<file path="config.mk">
export PLATFORM = sky130hd
export DESIGN_NAME = spd_sequencer_flat
export DESIGN_NICKNAME = d
export VERILOG_FILES = /design/src/rtl/spd_pkg.sv /design/src/rtl/spd_ifs.sv /design/src/rtl/spd_sequencer.sv /design/src/flat_wrapper.sv
export SDC_FILE = /design/constraint.sdc
export NUM_CORES = 1
export LEC_CHECK = 0
export BUFFER_PORTS_ARGS = -buffer_cell sky130_fd_sc_hd__buf_2
export CAP_MARGIN = 10
export CORE_ASPECT_RATIO = 0.8
export CORE_UTILIZATION = 45
export CTS_BUF_LIST = sky130_fd_sc_hd__clkbuf_2
export DETAILED_ROUTE_END_ITERATION = 10
export PLACE_DENSITY = 0.82
export RECOVER_POWER = 50
export SLEW_MARGIN = 20
export SYNTH_ARGS = -nofsm -noshare
export SYNTH_HDL_FRONTEND = slang
export SYNTH_SLANG_ARGS = --single-unit
</file>
<file path="constraint.sdc">
create_clock -name i_clk -period 2.1 [get_ports i_clk]
set_input_delay 0.105 -clock i_clk [delete_from_list [all_inputs] [get_ports i_clk]]
set_output_delay 0.105 -clock i_clk [all_outputs]
set_load 0.005 [all_outputs]
</file>
<file path="src/rtl/spd_pkg.sv">
package spd_pkg;

    localparam int I2C_ADDR_W = 7;
    typedef logic [I2C_ADDR_W-1:0] i2c_addr_t;

    localparam i2c_addr_t SCAN_FIRST_ADDR = 7'd1; // 0 is the general call

    // one SPD byte, seen through the field layout of the byte being decoded
    typedef union packed {
        logic [7:0] raw;
        struct packed {
            logic       rsvd;
            logic [2:0] bank_bits;
            logic [3:0] capacity;
        } density;                  // byte 4
        struct packed {
            logic [1:0] rsvd;
            logic [2:0] row;
            logic [2:0] col;
        } addressing;               // byte 5
        struct packed {
            logic [1:0] rsvd;
            logic [2:0] ranks;
            logic [2:0] dev_width;
        } org;                      // bytes 7 and 8
    } spd_byte_u;

    localparam int SPD_IDX_START      = 0;
    localparam int SPD_IDX_REVISION   = 1;
    localparam int SPD_IDX_DRAM_TYPE  = 2;
    localparam int SPD_IDX_MODULE     = 3;
    localparam int SPD_IDX_DENSITY    = 4;
    localparam int SPD_IDX_ADDRESSING = 5;
    localparam int SPD_IDX_ORG        = 7;
    localparam int SPD_IDX_BUS_WIDTH  = 8;
    localparam int SPD_IDX_TRCD       = 18;
    localparam int SPD_IDX_TRP        = 20;
    localparam int SPD_IDX_TRAS_HI    = 21; // upper nibbles of tRAS and tRC
    localparam int SPD_IDX_TRAS       = 22;

    localparam logic [7:0] DDR3_DEVICE_TYPE = 8'h0B;

    localparam int LINE_CHARS = 30;
    typedef logic [LINE_CHARS*8-1:0] text_line_t; // first char in the top byte
    typedef logic [4:0] line_len_t;

    function automatic logic [7:0] hex_char(input logic [3:0] nib);
        return (nib < 4'd10) ? 8'h30 + 8'(nib) : 8'h37 + 8'(nib);
    endfunction

endpackage

</file>
<file path="src/rtl/spd_ifs.sv">
`timescale 1ns/1ps

// found address or SPD byte, handed from sequencer to formatter
interface spd_item_if import spd_pkg::*; #(parameter int IDX_W = 6);
    logic             item_valid;   // one-cycle strobe
    logic             item_is_addr;
    logic [IDX_W-1:0] item_index;
    i2c_addr_t        item_addr;
    spd_byte_u        item_data;
    logic             item_done;    // line sent, or no line for this item

    modport seq (output item_valid, item_is_addr, item_index, item_addr, item_data,
                 input item_done);
    modport fmt (input item_valid, item_is_addr, item_index, item_addr, item_data,
                 output item_done);
endinterface


</file>
<file path="src/rtl/spd_sequencer.sv">
`timescale 1ns/1ps

module spd_sequencer import spd_pkg::*; #(
    parameter int N_SPD_BYTES = 64
) (
    input  logic       i_clk,
    input  logic       i_rst_n,
    output logic       o_i2c_en,
    output i2c_addr_t  o_i2c_dev_addr,
    output logic [7:0] o_i2c_reg_addr,
    input  logic [7:0] i_i2c_rdata,
    input  logic       i_i2c_busy,
    input  logic       i_i2c_nack,
    spd_item_if.seq    item,
    output logic       o_addr_found,
    output logic       o_read_done,
    output logic       o_nack_err
);

    localparam int IDX_W = (N_SPD_BYTES > 1) ? $clog2(N_SPD_BYTES) : 1;

    // scan states first, then the byte read states
    typedef enum logic [2:0] {
        S_SCAN_REQ, S_SCAN_WAIT, S_READ_REQ, S_READ_WAIT, S_ITEM_WAIT, S_DONE
    } state_t;

    state_t           state;
    i2c_addr_t        scan_addr;
    logic [IDX_W-1:0] byte_idx;

    // result is valid once the strobe is gone and busy has fallen again
    wire i2c_result = !o_i2c_en && !i_i2c_busy;

    assign item.item_index = byte_idx;
    assign item.item_addr  = scan_addr;

    always_ff @(posedge i_clk or negedge i_rst_n) begin
        if (!i_rst_n) begin
            state             <= S_SCAN_REQ;
            scan_addr         <= SCAN_FIRST_ADDR;
            byte_idx          <= '0;
            o_i2c_en          <= 1'b0;
            item.item_valid   <= 1'b0;
            item.item_is_addr <= 1'b0;
            o_addr_found      <= 1'b0;
            o_read_done       <= 1'b0;
            o_nack_err        <= 1'b0;
        end else begin
            o_i2c_en        <= 1'b0;
            item.item_valid <= 1'b0;
            case (state)
                S_SCAN_REQ: if (!i_i2c_busy) begin
                    o_i2c_en <= 1'b1;
                    state    <= S_SCAN_WAIT;
                end
                S_SCAN_WAIT: if (i2c_result) begin
                    if (i_i2c_nack) begin
                        scan_addr <= (scan_addr == '1) ? SCAN_FIRST_ADDR : scan_addr + 1'b1;
                        state     <= S_SCAN_REQ;
                    end else begin
                        item.item_is_addr <= 1'b1;
                        item.item_valid   <= 1'b1;
                        state             <= S_ITEM_WAIT;
                    end
                end
                S_READ_REQ: if (!i_i2c_busy) begin
                    o_i2c_en <= 1'b1;
                    state    <= S_READ_WAIT;
                end
                S_READ_WAIT: if (i2c_result) begin
                    if (i_i2c_nack) begin
                        o_nack_err <= 1'b1; // device vanished mid-read
                        state      <= S_DONE;
                    end else begin
                        item.item_is_addr <= 1'b0;
                        item.item_valid   <= 1'b1;
                        state             <= S_ITEM_WAIT;
                    end
                end
                S_ITEM_WAIT: if (item.item_done) begin
                    if (item.item_is_addr) begin
                        o_addr_found <= 1'b1;
                        byte_idx     <= '0;
                        state        <= S_READ_REQ;
                    end else if (byte_idx == IDX_W'(N_SPD_BYTES - 1)) begin
                        o_read_done <= 1'b1;
                        state       <= S_DONE;
                    end else begin
                        byte_idx <= byte_idx + 1'b1;
                        state    <= S_READ_REQ;
                    end
                end
                default: state <= S_DONE;
            endcase
        end
    end

    always_ff @(posedge i_clk) begin
        if (state == S_SCAN_REQ || state == S_READ_REQ) begin
            o_i2c_dev_addr <= scan_addr;
            o_i2c_reg_addr <= (state == S_SCAN_REQ) ? 8'h00 : 8'(byte_idx);
        end
        if (state == S_READ_WAIT && i2c_result) begin
            item.item_data <= i_i2c_rdata;
        end
    end

endmodule

</file>
<file path="src/flat_wrapper.sv">
// flat-port wrapper written by rule: the top's interface ports become plain ports
module spd_sequencer_flat import spd_pkg::*;
#(
    parameter int N_SPD_BYTES = 64
)
  (i_clk, i_rst_n, o_i2c_en, o_i2c_dev_addr, o_i2c_reg_addr, i_i2c_rdata, i_i2c_busy, i_i2c_nack, o_addr_found, o_read_done, o_nack_err, item_item_valid, item_item_is_addr, item_item_index, item_item_addr, item_item_data, item_item_done);
  spd_item_if item_i ();
  input  logic i_clk;
  input  logic i_rst_n;
  output logic o_i2c_en;
  output i2c_addr_t o_i2c_dev_addr;
  output logic [7:0] o_i2c_reg_addr;
  input  logic [7:0] i_i2c_rdata;
  input  logic i_i2c_busy;
  input  logic i_i2c_nack;
  output logic o_addr_found;
  output logic o_read_done;
  output logic o_nack_err;
  output wire logic [$bits(item_i.item_valid)-1:0] item_item_valid;
  output wire logic [$bits(item_i.item_is_addr)-1:0] item_item_is_addr;
  output wire logic [$bits(item_i.item_index)-1:0] item_item_index;
  output wire logic [$bits(item_i.item_addr)-1:0] item_item_addr;
  output wire logic [$bits(item_i.item_data)-1:0] item_item_data;
  input wire logic [$bits(item_i.item_done)-1:0] item_item_done;
  assign item_item_valid = item_i.item_valid;
  assign item_item_is_addr = item_i.item_is_addr;
  assign item_item_index = item_i.item_index;
  assign item_item_addr = item_i.item_addr;
  assign item_item_data = item_i.item_data;
  assign item_i.item_done = item_item_done;
  spd_sequencer #(.N_SPD_BYTES(N_SPD_BYTES)) u_core (.i_clk(i_clk), .i_rst_n(i_rst_n), .o_i2c_en(o_i2c_en), .o_i2c_dev_addr(o_i2c_dev_addr), .o_i2c_reg_addr(o_i2c_reg_addr), .i_i2c_rdata(i_i2c_rdata), .i_i2c_busy(i_i2c_busy), .i_i2c_nack(i_i2c_nack), .item(item_i), .o_addr_found(o_addr_found), .o_read_done(o_read_done), .o_nack_err(o_nack_err));
endmodule
</file>
Yosys cells after proc, flatten, opt, wreduce, memory -nomap -nowiden
Cells that the tools add are included.
- register bits after elaboration: 45
- bits in latches: 0
- RAM bits: 0
- ROM bits: 0
- output and inout port bits: 42
- logic and storage cells: 69
- memories kept: 0
- $add $sub $neg: 2
- $mul: 0
- div/mod/pow operators: 0
- magnitude comparators: 0
- eq/ne operators: 14
- shift operators: 0
- mux-type cells: 23
- bitwise logic cells: 1
- reductions and logical operators: 16
- operators by type and width (cell ; count):
    3-bit two-way mux ; 8
    3-bit case mux with 5 select lines ; 1
    6-bit two-way mux ; 2
    3-bit AND reduction ; 4
    1-bit two-way mux ; 10
    2-bit inequality test (second input constant) ; 5
    5-bit AND reduction ; 2
    7-bit by 1-bit adder with 7-bit output (second input constant) ; 1
    7-bit == test (second input constant) ; 1
    7-bit two-way mux ; 1
    6-bit by 1-bit adder with 6-bit output (second input constant) ; 1
    3-bit by 2-bit == test with 1-bit output (second input constant) ; 2
    6-bit == test (second input constant) ; 1
    2-bit by 1-bit inequality test with 1-bit output (second input constant) ; 3
    4-bit AND reduction ; 1
    2-bit OR reduction ; 2
    3-bit by 1-bit == test with 1-bit output (second input constant) ; 1
    3-bit == test (second input constant) ; 1
    3-bit logical NOT ; 1
    1-bit logical AND ; 2
    1-bit logical NOT ; 2
    1-bit case mux with 2 select lines ; 1
    2-bit nonzero test ; 1
    1-bit logical OR ; 1
    1-bit inverter ; 1

Depth between registers and ports, before layout
Gate-level depths: netlist of run 1.
- word-level depth: 5
- depth in mapped cells: 5
- gate-level depth less buffers: 5

Worst setup path before layout of run 1
No wires, ideal clock.
- kind: flip-flop to flip-flop
- from: register u_core.state[2]
- to: register u_core.item.item_data[0] (enable)
- setup time: 0.374 ns
- data arrival time: 1.511 ns
- data required time: 1.726 ns
- setup slack: 0.215 ns
- stages on the path, launching flop included: 4
- buffers on the path: 1
- period minus slack after synthesis: 1.885 ns
- path through: dfrtp_1 -> buf_6 -> or4b_4 -> nor2_1
- longest elaborated chain between the ends: 2
- ends and longest elaborated chain (what ; line ; source):
    start: declaration ; spd_sequencer.sv:27 ; state_t state;
    start signal: assignment ; spd_sequencer.sv:39 ; state <= S_SCAN_REQ;
    start signal: assignment ; spd_sequencer.sv:54 ; state <= S_SCAN_WAIT;
    start signal: assignment ; spd_sequencer.sv:59 ; state <= S_SCAN_REQ;
    3-bit by 2-bit == test with 1-bit output ; spd_sequencer.sv:103 ; if (state == S_READ_WAIT && i2c_result) begin
    1-bit logical AND ; spd_sequencer.sv:103 ;
    end signal: assignment ; spd_sequencer.sv:104 ; item.item_data <= i_i2c_rdata;
    end: declaration ; spd_ifs.sv:12 ; modport seq (output item_valid, item_is_addr, item_index, item_addr, item_data,
No other way between the ends.
A chain may end at the register's enable or synchronous reset.

Final worst setup path of run 1
- from: register u_core.state[0]
- to: register u_core.byte_idx[0] (netlist: u_core.item.item_index[0])
- longest elaborated chain between the ends: 2
- ends and longest elaborated chain (what ; line ; source):
    3-bit == test ; spd_sequencer.sv:51 ; case (state)
    3-bit AND reduction (no source line) ; n/a ;
    end signal: assignment ; spd_sequencer.sv:89 ; byte_idx <= byte_idx + 1'b1;
    end: declaration ; spd_sequencer.sv:29 ; logic [IDX_W-1:0] byte_idx;
No other way between the ends.

==> results of run 1 <==
## cell type report
type                            instances  area, um^2
Fill cell                             334        1560
Sequential cell                        43        1180
Multi-Input combinational cell         85         617
Timing Repair Buffer                   67         383
Tap cell                               55        68.8
Clock buffer                            7        35.0
Inverter                                2        7.51
Clock inverter                          1        5.00
## worst min-delay path by stage
stage / end / cells after the start / from / slack [ns]
global route: u_core.o_read_done / 2 / item_item_done / 0.009
global placement: u_core.o_addr_found / 1 / i_rst_n / 0.1
CTS: u_core.o_read_done / 2 / item_item_done / 0.007
detailed placement: u_core.o_addr_found / 1 / i_rst_n / 0.10
finish: u_core.o_read_done / 2 / item_item_done / 0.02
floorplan: u_core.item.item_addr[1] / 0 / i_rst_n / -0.19
## cell families (layout without fill, tap and decap cells)
group	Yosys count	in the layout	synth area share
XOR/XNOR	3	3	0.0143
other	1	2	0.00204
flip-flops	43	43	0.642
multiplexers	4	4	0.0245
AND/OR/NAND/NOR	49	49	0.166
adder cells (fa/ha/maj)	2	2	0.0136
buffers and inverters	7	77	0.0251
AO/OA/AOI/OAI	25	25	0.113
## synth_stat cells (3+ instances only)
master                     number  area, um^2
sky130_fd_sc_hd__mux2_2         4        45.0
sky130_fd_sc_hd__nor2_1        10        37.5
sky130_fd_sc_hd__nand2_1        6        22.5
sky130_fd_sc_hd__a21oi_1        3        15.0
sky130_fd_sc_hd__dfrtp_1       21         526
sky130_fd_sc_hd__buf_4          3        22.5
sky130_fd_sc_hd__xnor2_1        3        26.3
sky130_fd_sc_hd__nor2b_1        7        43.8
sky130_fd_sc_hd__edfxtp_1      21         631
sky130_fd_sc_hd__o41ai_1        3        26.3
sky130_fd_sc_hd__nand3_1        6        30.0
## report_power, final
group | switching, W | total (W) | internal (W)
clock | 0.000248 | 0.000339 | 0.0000911
combinational | 0.000377 | 0.000729 | 0.000352
sequential | 0.000197 | 0.00130 | 0.00110
total | 0.000822 | 0.00236 | 0.00154
## worst reg2reg max path: stages, from the launching register on
cell and delay (ns):
sky130_fd_sc_hd__dfrtp_1 0.54, sky130_fd_sc_hd__nor2_1 0.32, sky130_fd_sc_hd__a221oi_4 0.15, sky130_fd_sc_hd__nor3b_2 0.34
sky130_fd_sc_hd__mux2_2 0.37
## metal layers
| layer | vias to the layer above | GRT usage | share of wire | routed length (um) |
|---|---|---|---|---|
| li1 | 640 | - | - | - |
| met1 | 598 | 0.237 | 0.46 | 1600 |
| met2 | 51 | 0.266 | 0.48 | 1670 |
| met3 | 0 | 0.0544 | 0.058 | 203 |
| met4 | 0 | 0.0467 | 0 | 0 |
| met5 | - | 0 | 0 | 0 |
## flip-flops by register name, summed over array words and instances (netlist names)
register and count:
u_core.item.item_valid 1, u_core.item.item_index 6, u_core.item.item_data 8, u_core.o_i2c_reg_addr 6, u_core.o_read_done 1, u_core.o_addr_found 1
u_core.o_i2c_dev_addr 7, u_core.state 3, u_core.item.item_addr 7, u_core.item.item_is_addr 1, u_core.o_nack_err 1, u_core.o_i2c_en 1
## metrics by stage
stage | worst slack, ns | area [um^2] | instances | hold WS (ns)
detailed placement | 0.321 | 2170 | 241 | 0.104
CTS | 0.300 | 2320 | 260 | 0.00717
floorplan | 0.215 | 1850 | 135 | -0.191
global placement | 0.373 | 2170 | 241 | 0.0976
finish | 0.281 | 2300 | 260 | 0.0163
global route | 0.118 | 2300 | 260 | 0.00865
==> reports/metrics.csv, run 1 <==
metric,value,unit
setup repair after global routing missed its margin,no,
wire length of the first global-routing pass,5550,um
Die X,73.5,um
fin nets,219,
Max Clock Freq,550,MHz
share of the core filled with cells,0.596,
share of the clock period used by the worst path after layout,0.866,
dominant register cell in the synthesized netlist,sky130_fd_sc_hd__edfxtp_1,
"most common cell after layout, fill and taps aside",sky130_fd_sc_hd__buf_2,
total power density per cell area,1030,mW/mm^2
hold-fix buffers at CTS,11,
"Critical Path, Cell by Cell",nor2_1 -> a221oi_4 -> nor3b_2 -> mux2_2,
via total after detailed routing,1289,
destination of the worst register-to-register timing path,u_core.item.item_index[0],
remaining global-route overflow,0,
hold violation total from the final report,0,
worst-path fanout max,11,
post-route minimum period,1.82,ns
first drt pass iteration count,4,
Inserted Clock Buffers,5,
total die area,0.00435,mm^2
summed negative setup slack over all endpoints,0,ns
Layout area overhead,24.8,%
count of clock tree sinks,43,
number of maximum-capacitance constraint violations,0,
Max clock buf depth,2,
maximum number of pins on one net before global-route repair,23,
critical path startpoint category,flip-flop,
critical path required time,2.40,ns
post-detailed-routing wire length,3480,um
number of vias per cell after detailed routing,4.96,
Die Height,59.2,um
crit path DAT,2.11,ns
total power,0.00236,W
number of synthesized flops with an enable pin,21,
peak supply drop,487,uV
Crit path max-delay family,simple AND/OR/NAND/NOR gates,
clock slew at reported path FFs,0.19,ns
residual DRC count,0,
area of the core,0.00385,mm^2
leakage power,0.999,nW
maximum clock skew at final layout,0.0246,ns
average wire length per cell after detail routing,13.4,um
launch point of the worst reg-to-reg path,u_core.state[0],
Final HPWL DP,2350,um
"Avg Cell Area, Syn",13.7,um^2
Port Buffer Count,52,
flop-to-flop setup slack,0.28,ns
final slew viol count,0,
final setup violation count,0,
post-CTS setup-driven buffer insertion count,0,
result of the run,"finished, final reports clean",
total routing usage reported by global routing,0.172,
highest-count cells in the layout ignoring fill and taps,"sky130_fd_sc_hd__buf_2 (38), sky130_fd_sc_hd__dfrtp_1 (21), sky130_fd_sc_hd__edfxtp_1 (21)",
critical path class,flip-flop to flip-flop,
critical path capture point,u_core.item.item_index[0],
"logic depth of the worst path, buffers included",4,
initial detailed-routing violation count,114,
number of buffer and inverter stages on the critical path,0,
capturing element type of the critical path,flip-flop,
Std-Cell Rows,20,
proportion of layout cells with a drive suffix above 1,0.307,
number of instances resized during post-cts repair,0,
sequential cell area fraction in the yosys report,0.642,
Antenna Nets Post-Route,0,
via count of the first global-routing pass,1213,
measured slew at the worst slew-check pin,1.15,ns
number of instances in the synthesized netlist,134,
effective utilization at floorplan,0.478,
count of H-tree levels built during CTS,2,
worst skew pair latency,0.39,ns
diode count,0,
CTS tree,built,
Final GP Congestion,0.843,
first element of the critical path,u_core.state[0],
summed instance area of the synthesized netlist,0.00184,mm^2
library cells used by synthesis,44,
headroom to the max-slew limit,0.231,
"FFs w/ async S/R, synth",0.512,
Top-Level Pins,55,
CP max-delay cell,sky130_fd_sc_hd__dfrtp_1,
worst min-delay path category,primary input to flip-flop,
synthesis warning total,0,
"flops & latches, synth",43,
R2R cell count,4,
number of antenna violations at the first check in global routing,0,
clk root buf,sky130_fd_sc_hd__clkbuf_2,
largest incremental delay on the critical path,0.54,ns
Power figures use the tool's default switching activity.
==> run 2, diff against run 1 <==
Settings changed: CTS_BUF_LIST sky130_fd_sc_hd__clkbuf_2 to sky130_fd_sc_hd__clkbuf_8.
==> reports/metrics.csv, run 2 (synthesis results as in run 1) <==
metric,value,unit,change
proportion of layout cells with a drive suffix above 1,0.300,,-0.00682
capturing element type of the critical path,flip-flop,,
clock slew at reported path FFs,0.07,ns,-0.12 ns
flop-to-flop setup slack,0.30,ns,+0.02 ns
R2R cell count,4,,unchanged
diode count,0,,unchanged
Max Clock Freq,556,MHz,+1.1%
via total after detailed routing,1302,,+1.0%
final slew viol count,0,,unchanged
setup repair after global routing missed its margin,no,,
measured slew at the worst slew-check pin,1.16,ns,+0.00296 ns
hold wc startpoint,i_i2c_nack,,
CTS tree,built,,
Final GP Congestion,0.843,,unchanged
number of inserted filler cells in the final layout,333,,-0.30%
first element of the critical path,u_core.state[0],,
Layout area overhead,26.0,%,
count of H-tree levels built during CTS,2,,unchanged
remaining global-route overflow,0,,unchanged
average wire length per cell after detail routing,13.5,um,+0.78%
count of clock tree sinks,43,,unchanged
top register by number of flip-flops,u_core.item.item_data,,
cell count after placement,241,,unchanged
maximum number of pins on one net before global-route repair,23,,unchanged
Port Buffer Count,52,,unchanged
critical path required time,2.27,ns,-0.13 ns
via count of the first global-routing pass,1218,,+0.41%
Antenna Nets Post-Route,0,,unchanged
result of the run,"finished, final reports clean",,
Max clock buf depth,2,,unchanged
worst-path fanout max,11,,unchanged
worst min-delay path category,primary input to flip-flop,,
effective utilization at floorplan,0.478,,unchanged
wire length of the first global-routing pass,5570,um,+0.38%
total die area,0.00435,mm^2,unchanged
clk root buf,sky130_fd_sc_hd__clkbuf_8,,
Final HPWL DP,2350,um,unchanged
number of vias per cell after detailed routing,5.05,,+1.8%
peak supply drop,459,uV,-5.9%
highest-count cells in the layout ignoring fill and taps,"sky130_fd_sc_hd__buf_2 (38), sky130_fd_sc_hd__dfrtp_1 (21), sky130_fd_sc_hd__edfxtp_1 (21)",,
headroom to the max-slew limit,0.229,,-0.00198
Inserted Clock Buffers,5,,unchanged
number of antenna violations at the first check in global routing,0,,unchanged
Die X,73.5,um,unchanged
post-route minimum period,1.80,ns,-0.0204 ns
launch point of the worst reg-to-reg path,u_core.state[0],,
area of the core,0.00385,mm^2,unchanged
critical path class,flip-flop to flip-flop,,
share of the clock period used by the worst path after layout,0.857,,-0.00971
residual DRC count,0,,unchanged
destination of the worst register-to-register timing path,u_core.item.item_index[1],,
crit path DAT,1.97,ns,-0.14 ns
number of cells traversed by the worst hold path,2,,unchanged
hold violation total from the final report,0,,unchanged
post-CTS setup-driven buffer insertion count,0,,unchanged
leakage power,1.01,nW,+0.92%
Setup Slack @ Placement,0.321,ns,unchanged
Largest register FFs,8,,unchanged
Hold WS,0.0442,ns,+0.0279 ns
Top-Level Pins,55,,unchanged
critical path startpoint category,flip-flop,,
post-route setup slack,0.301,ns,+0.0204 ns
number of maximum-capacitance constraint violations,0,,unchanged
maximum clock skew at final layout,0.00798,ns,-0.0166 ns
worst skew pair latency,0.29,ns,-0.10 ns
fin nets,217,,-0.91%
final setup violation count,0,,unchanged
post-detailed-routing wire length,3480,um,unchanged
Die Height,59.2,um,unchanged
Finished Layout Cells,258,,-0.77%
Std-Cell Rows,20,,unchanged
"most common cell after layout, fill and taps aside",sky130_fd_sc_hd__buf_2,,
total routing usage reported by global routing,0.174,,+0.00149
initial detailed-routing violation count,108,,-5.3%
total power density per cell area,1080,mW/mm^2,+5.2%
endpoint of the worst hold path,u_core.item.item_valid,,
first drt pass iteration count,4,,unchanged
summed negative setup slack over all endpoints,0,ns,unchanged
[run 2: cell count changes in the layout (fill, tap and decap cells not counted), sizes merged]
cell         previous run  this run
inv                     2         4
dlygate4sd3            11         9
clkbuf                 21        19
[run 2: what timing repair did]
item	4_1_cts	5_1_grt
hold buffers	9	0
hold endpoints to repair	29	0
resized for setup	0	0
[run 2: worst max-delay path by stage]
stage,endpoint,slack (ns),depth (start not counted)
5_1_grt,u_core.item.item_index[0],0.13,5
4_1_cts,u_core.item.item_index[0],0.31,5
2_1_floorplan,u_core.item.item_data[0],0.22,3
3_3_place_gp,u_core.item.item_addr[1],0.37,3
6_report,u_core.item.item_index[1],0.30,4
3_5_place_dp,u_core.item.item_index[1],0.32,4
[run 2: metrics by stage]
stage / total power (W) / cell area (um^2) / utilization
final: 0.00251 / 2320 / 0.602
after global routing: 0.00267 / 2320 / 0.602
after CTS: 0.00254 / 2340 / 0.606
after detailed placement: 0.00204 / 2170 / 0.562
after global placement: 0.00202 / 2170 / 0.562
after floorplan: 0.00177 / 1850 / -
[run 2: metal layers]
layer,vias to the layer above,track usage,share of wire
li1,639,-,-
met1,604,0.239,0.48
met2,52,0.261,0.45
met3,7,0.0544,0.055
met4,0,0.0632,0.017
met5,-,0,0
[run 2: where the power goes]
part	leakage (nW)	total, W	switching, W	internal [W]
Combinational	0.481	0.000731	0.000381	0.000350
Sequential	0.477	0.00130	0.000198	0.00110
Clock	0.0505	0.000480	0.000256	0.000224
Total	1.01	0.00251	0.000835	0.00167
[run 2: area by class of cell]
class	count	area, um^2	area share
Clock buffer	5	68.8	0.0297
Multi-Input combinational cell	85	617	0.266
Clock inverter	3	12.5	0.00539
Inverter	2	7.51	0.00324
Tap cell	55	68.8	0.0297
Timing Repair Buffer	65	363	0.156
Sequential cell	43	1180	0.510
[run 2: worst max-delay path: stages, from the launching register on]
cell,delay (ns)
sky130_fd_sc_hd__dfrtp_1,0.50
sky130_fd_sc_hd__nor2_1,0.31
sky130_fd_sc_hd__a221oi_4,0.15
sky130_fd_sc_hd__nor3b_2,0.35
sky130_fd_sc_hd__mux2_2,0.37
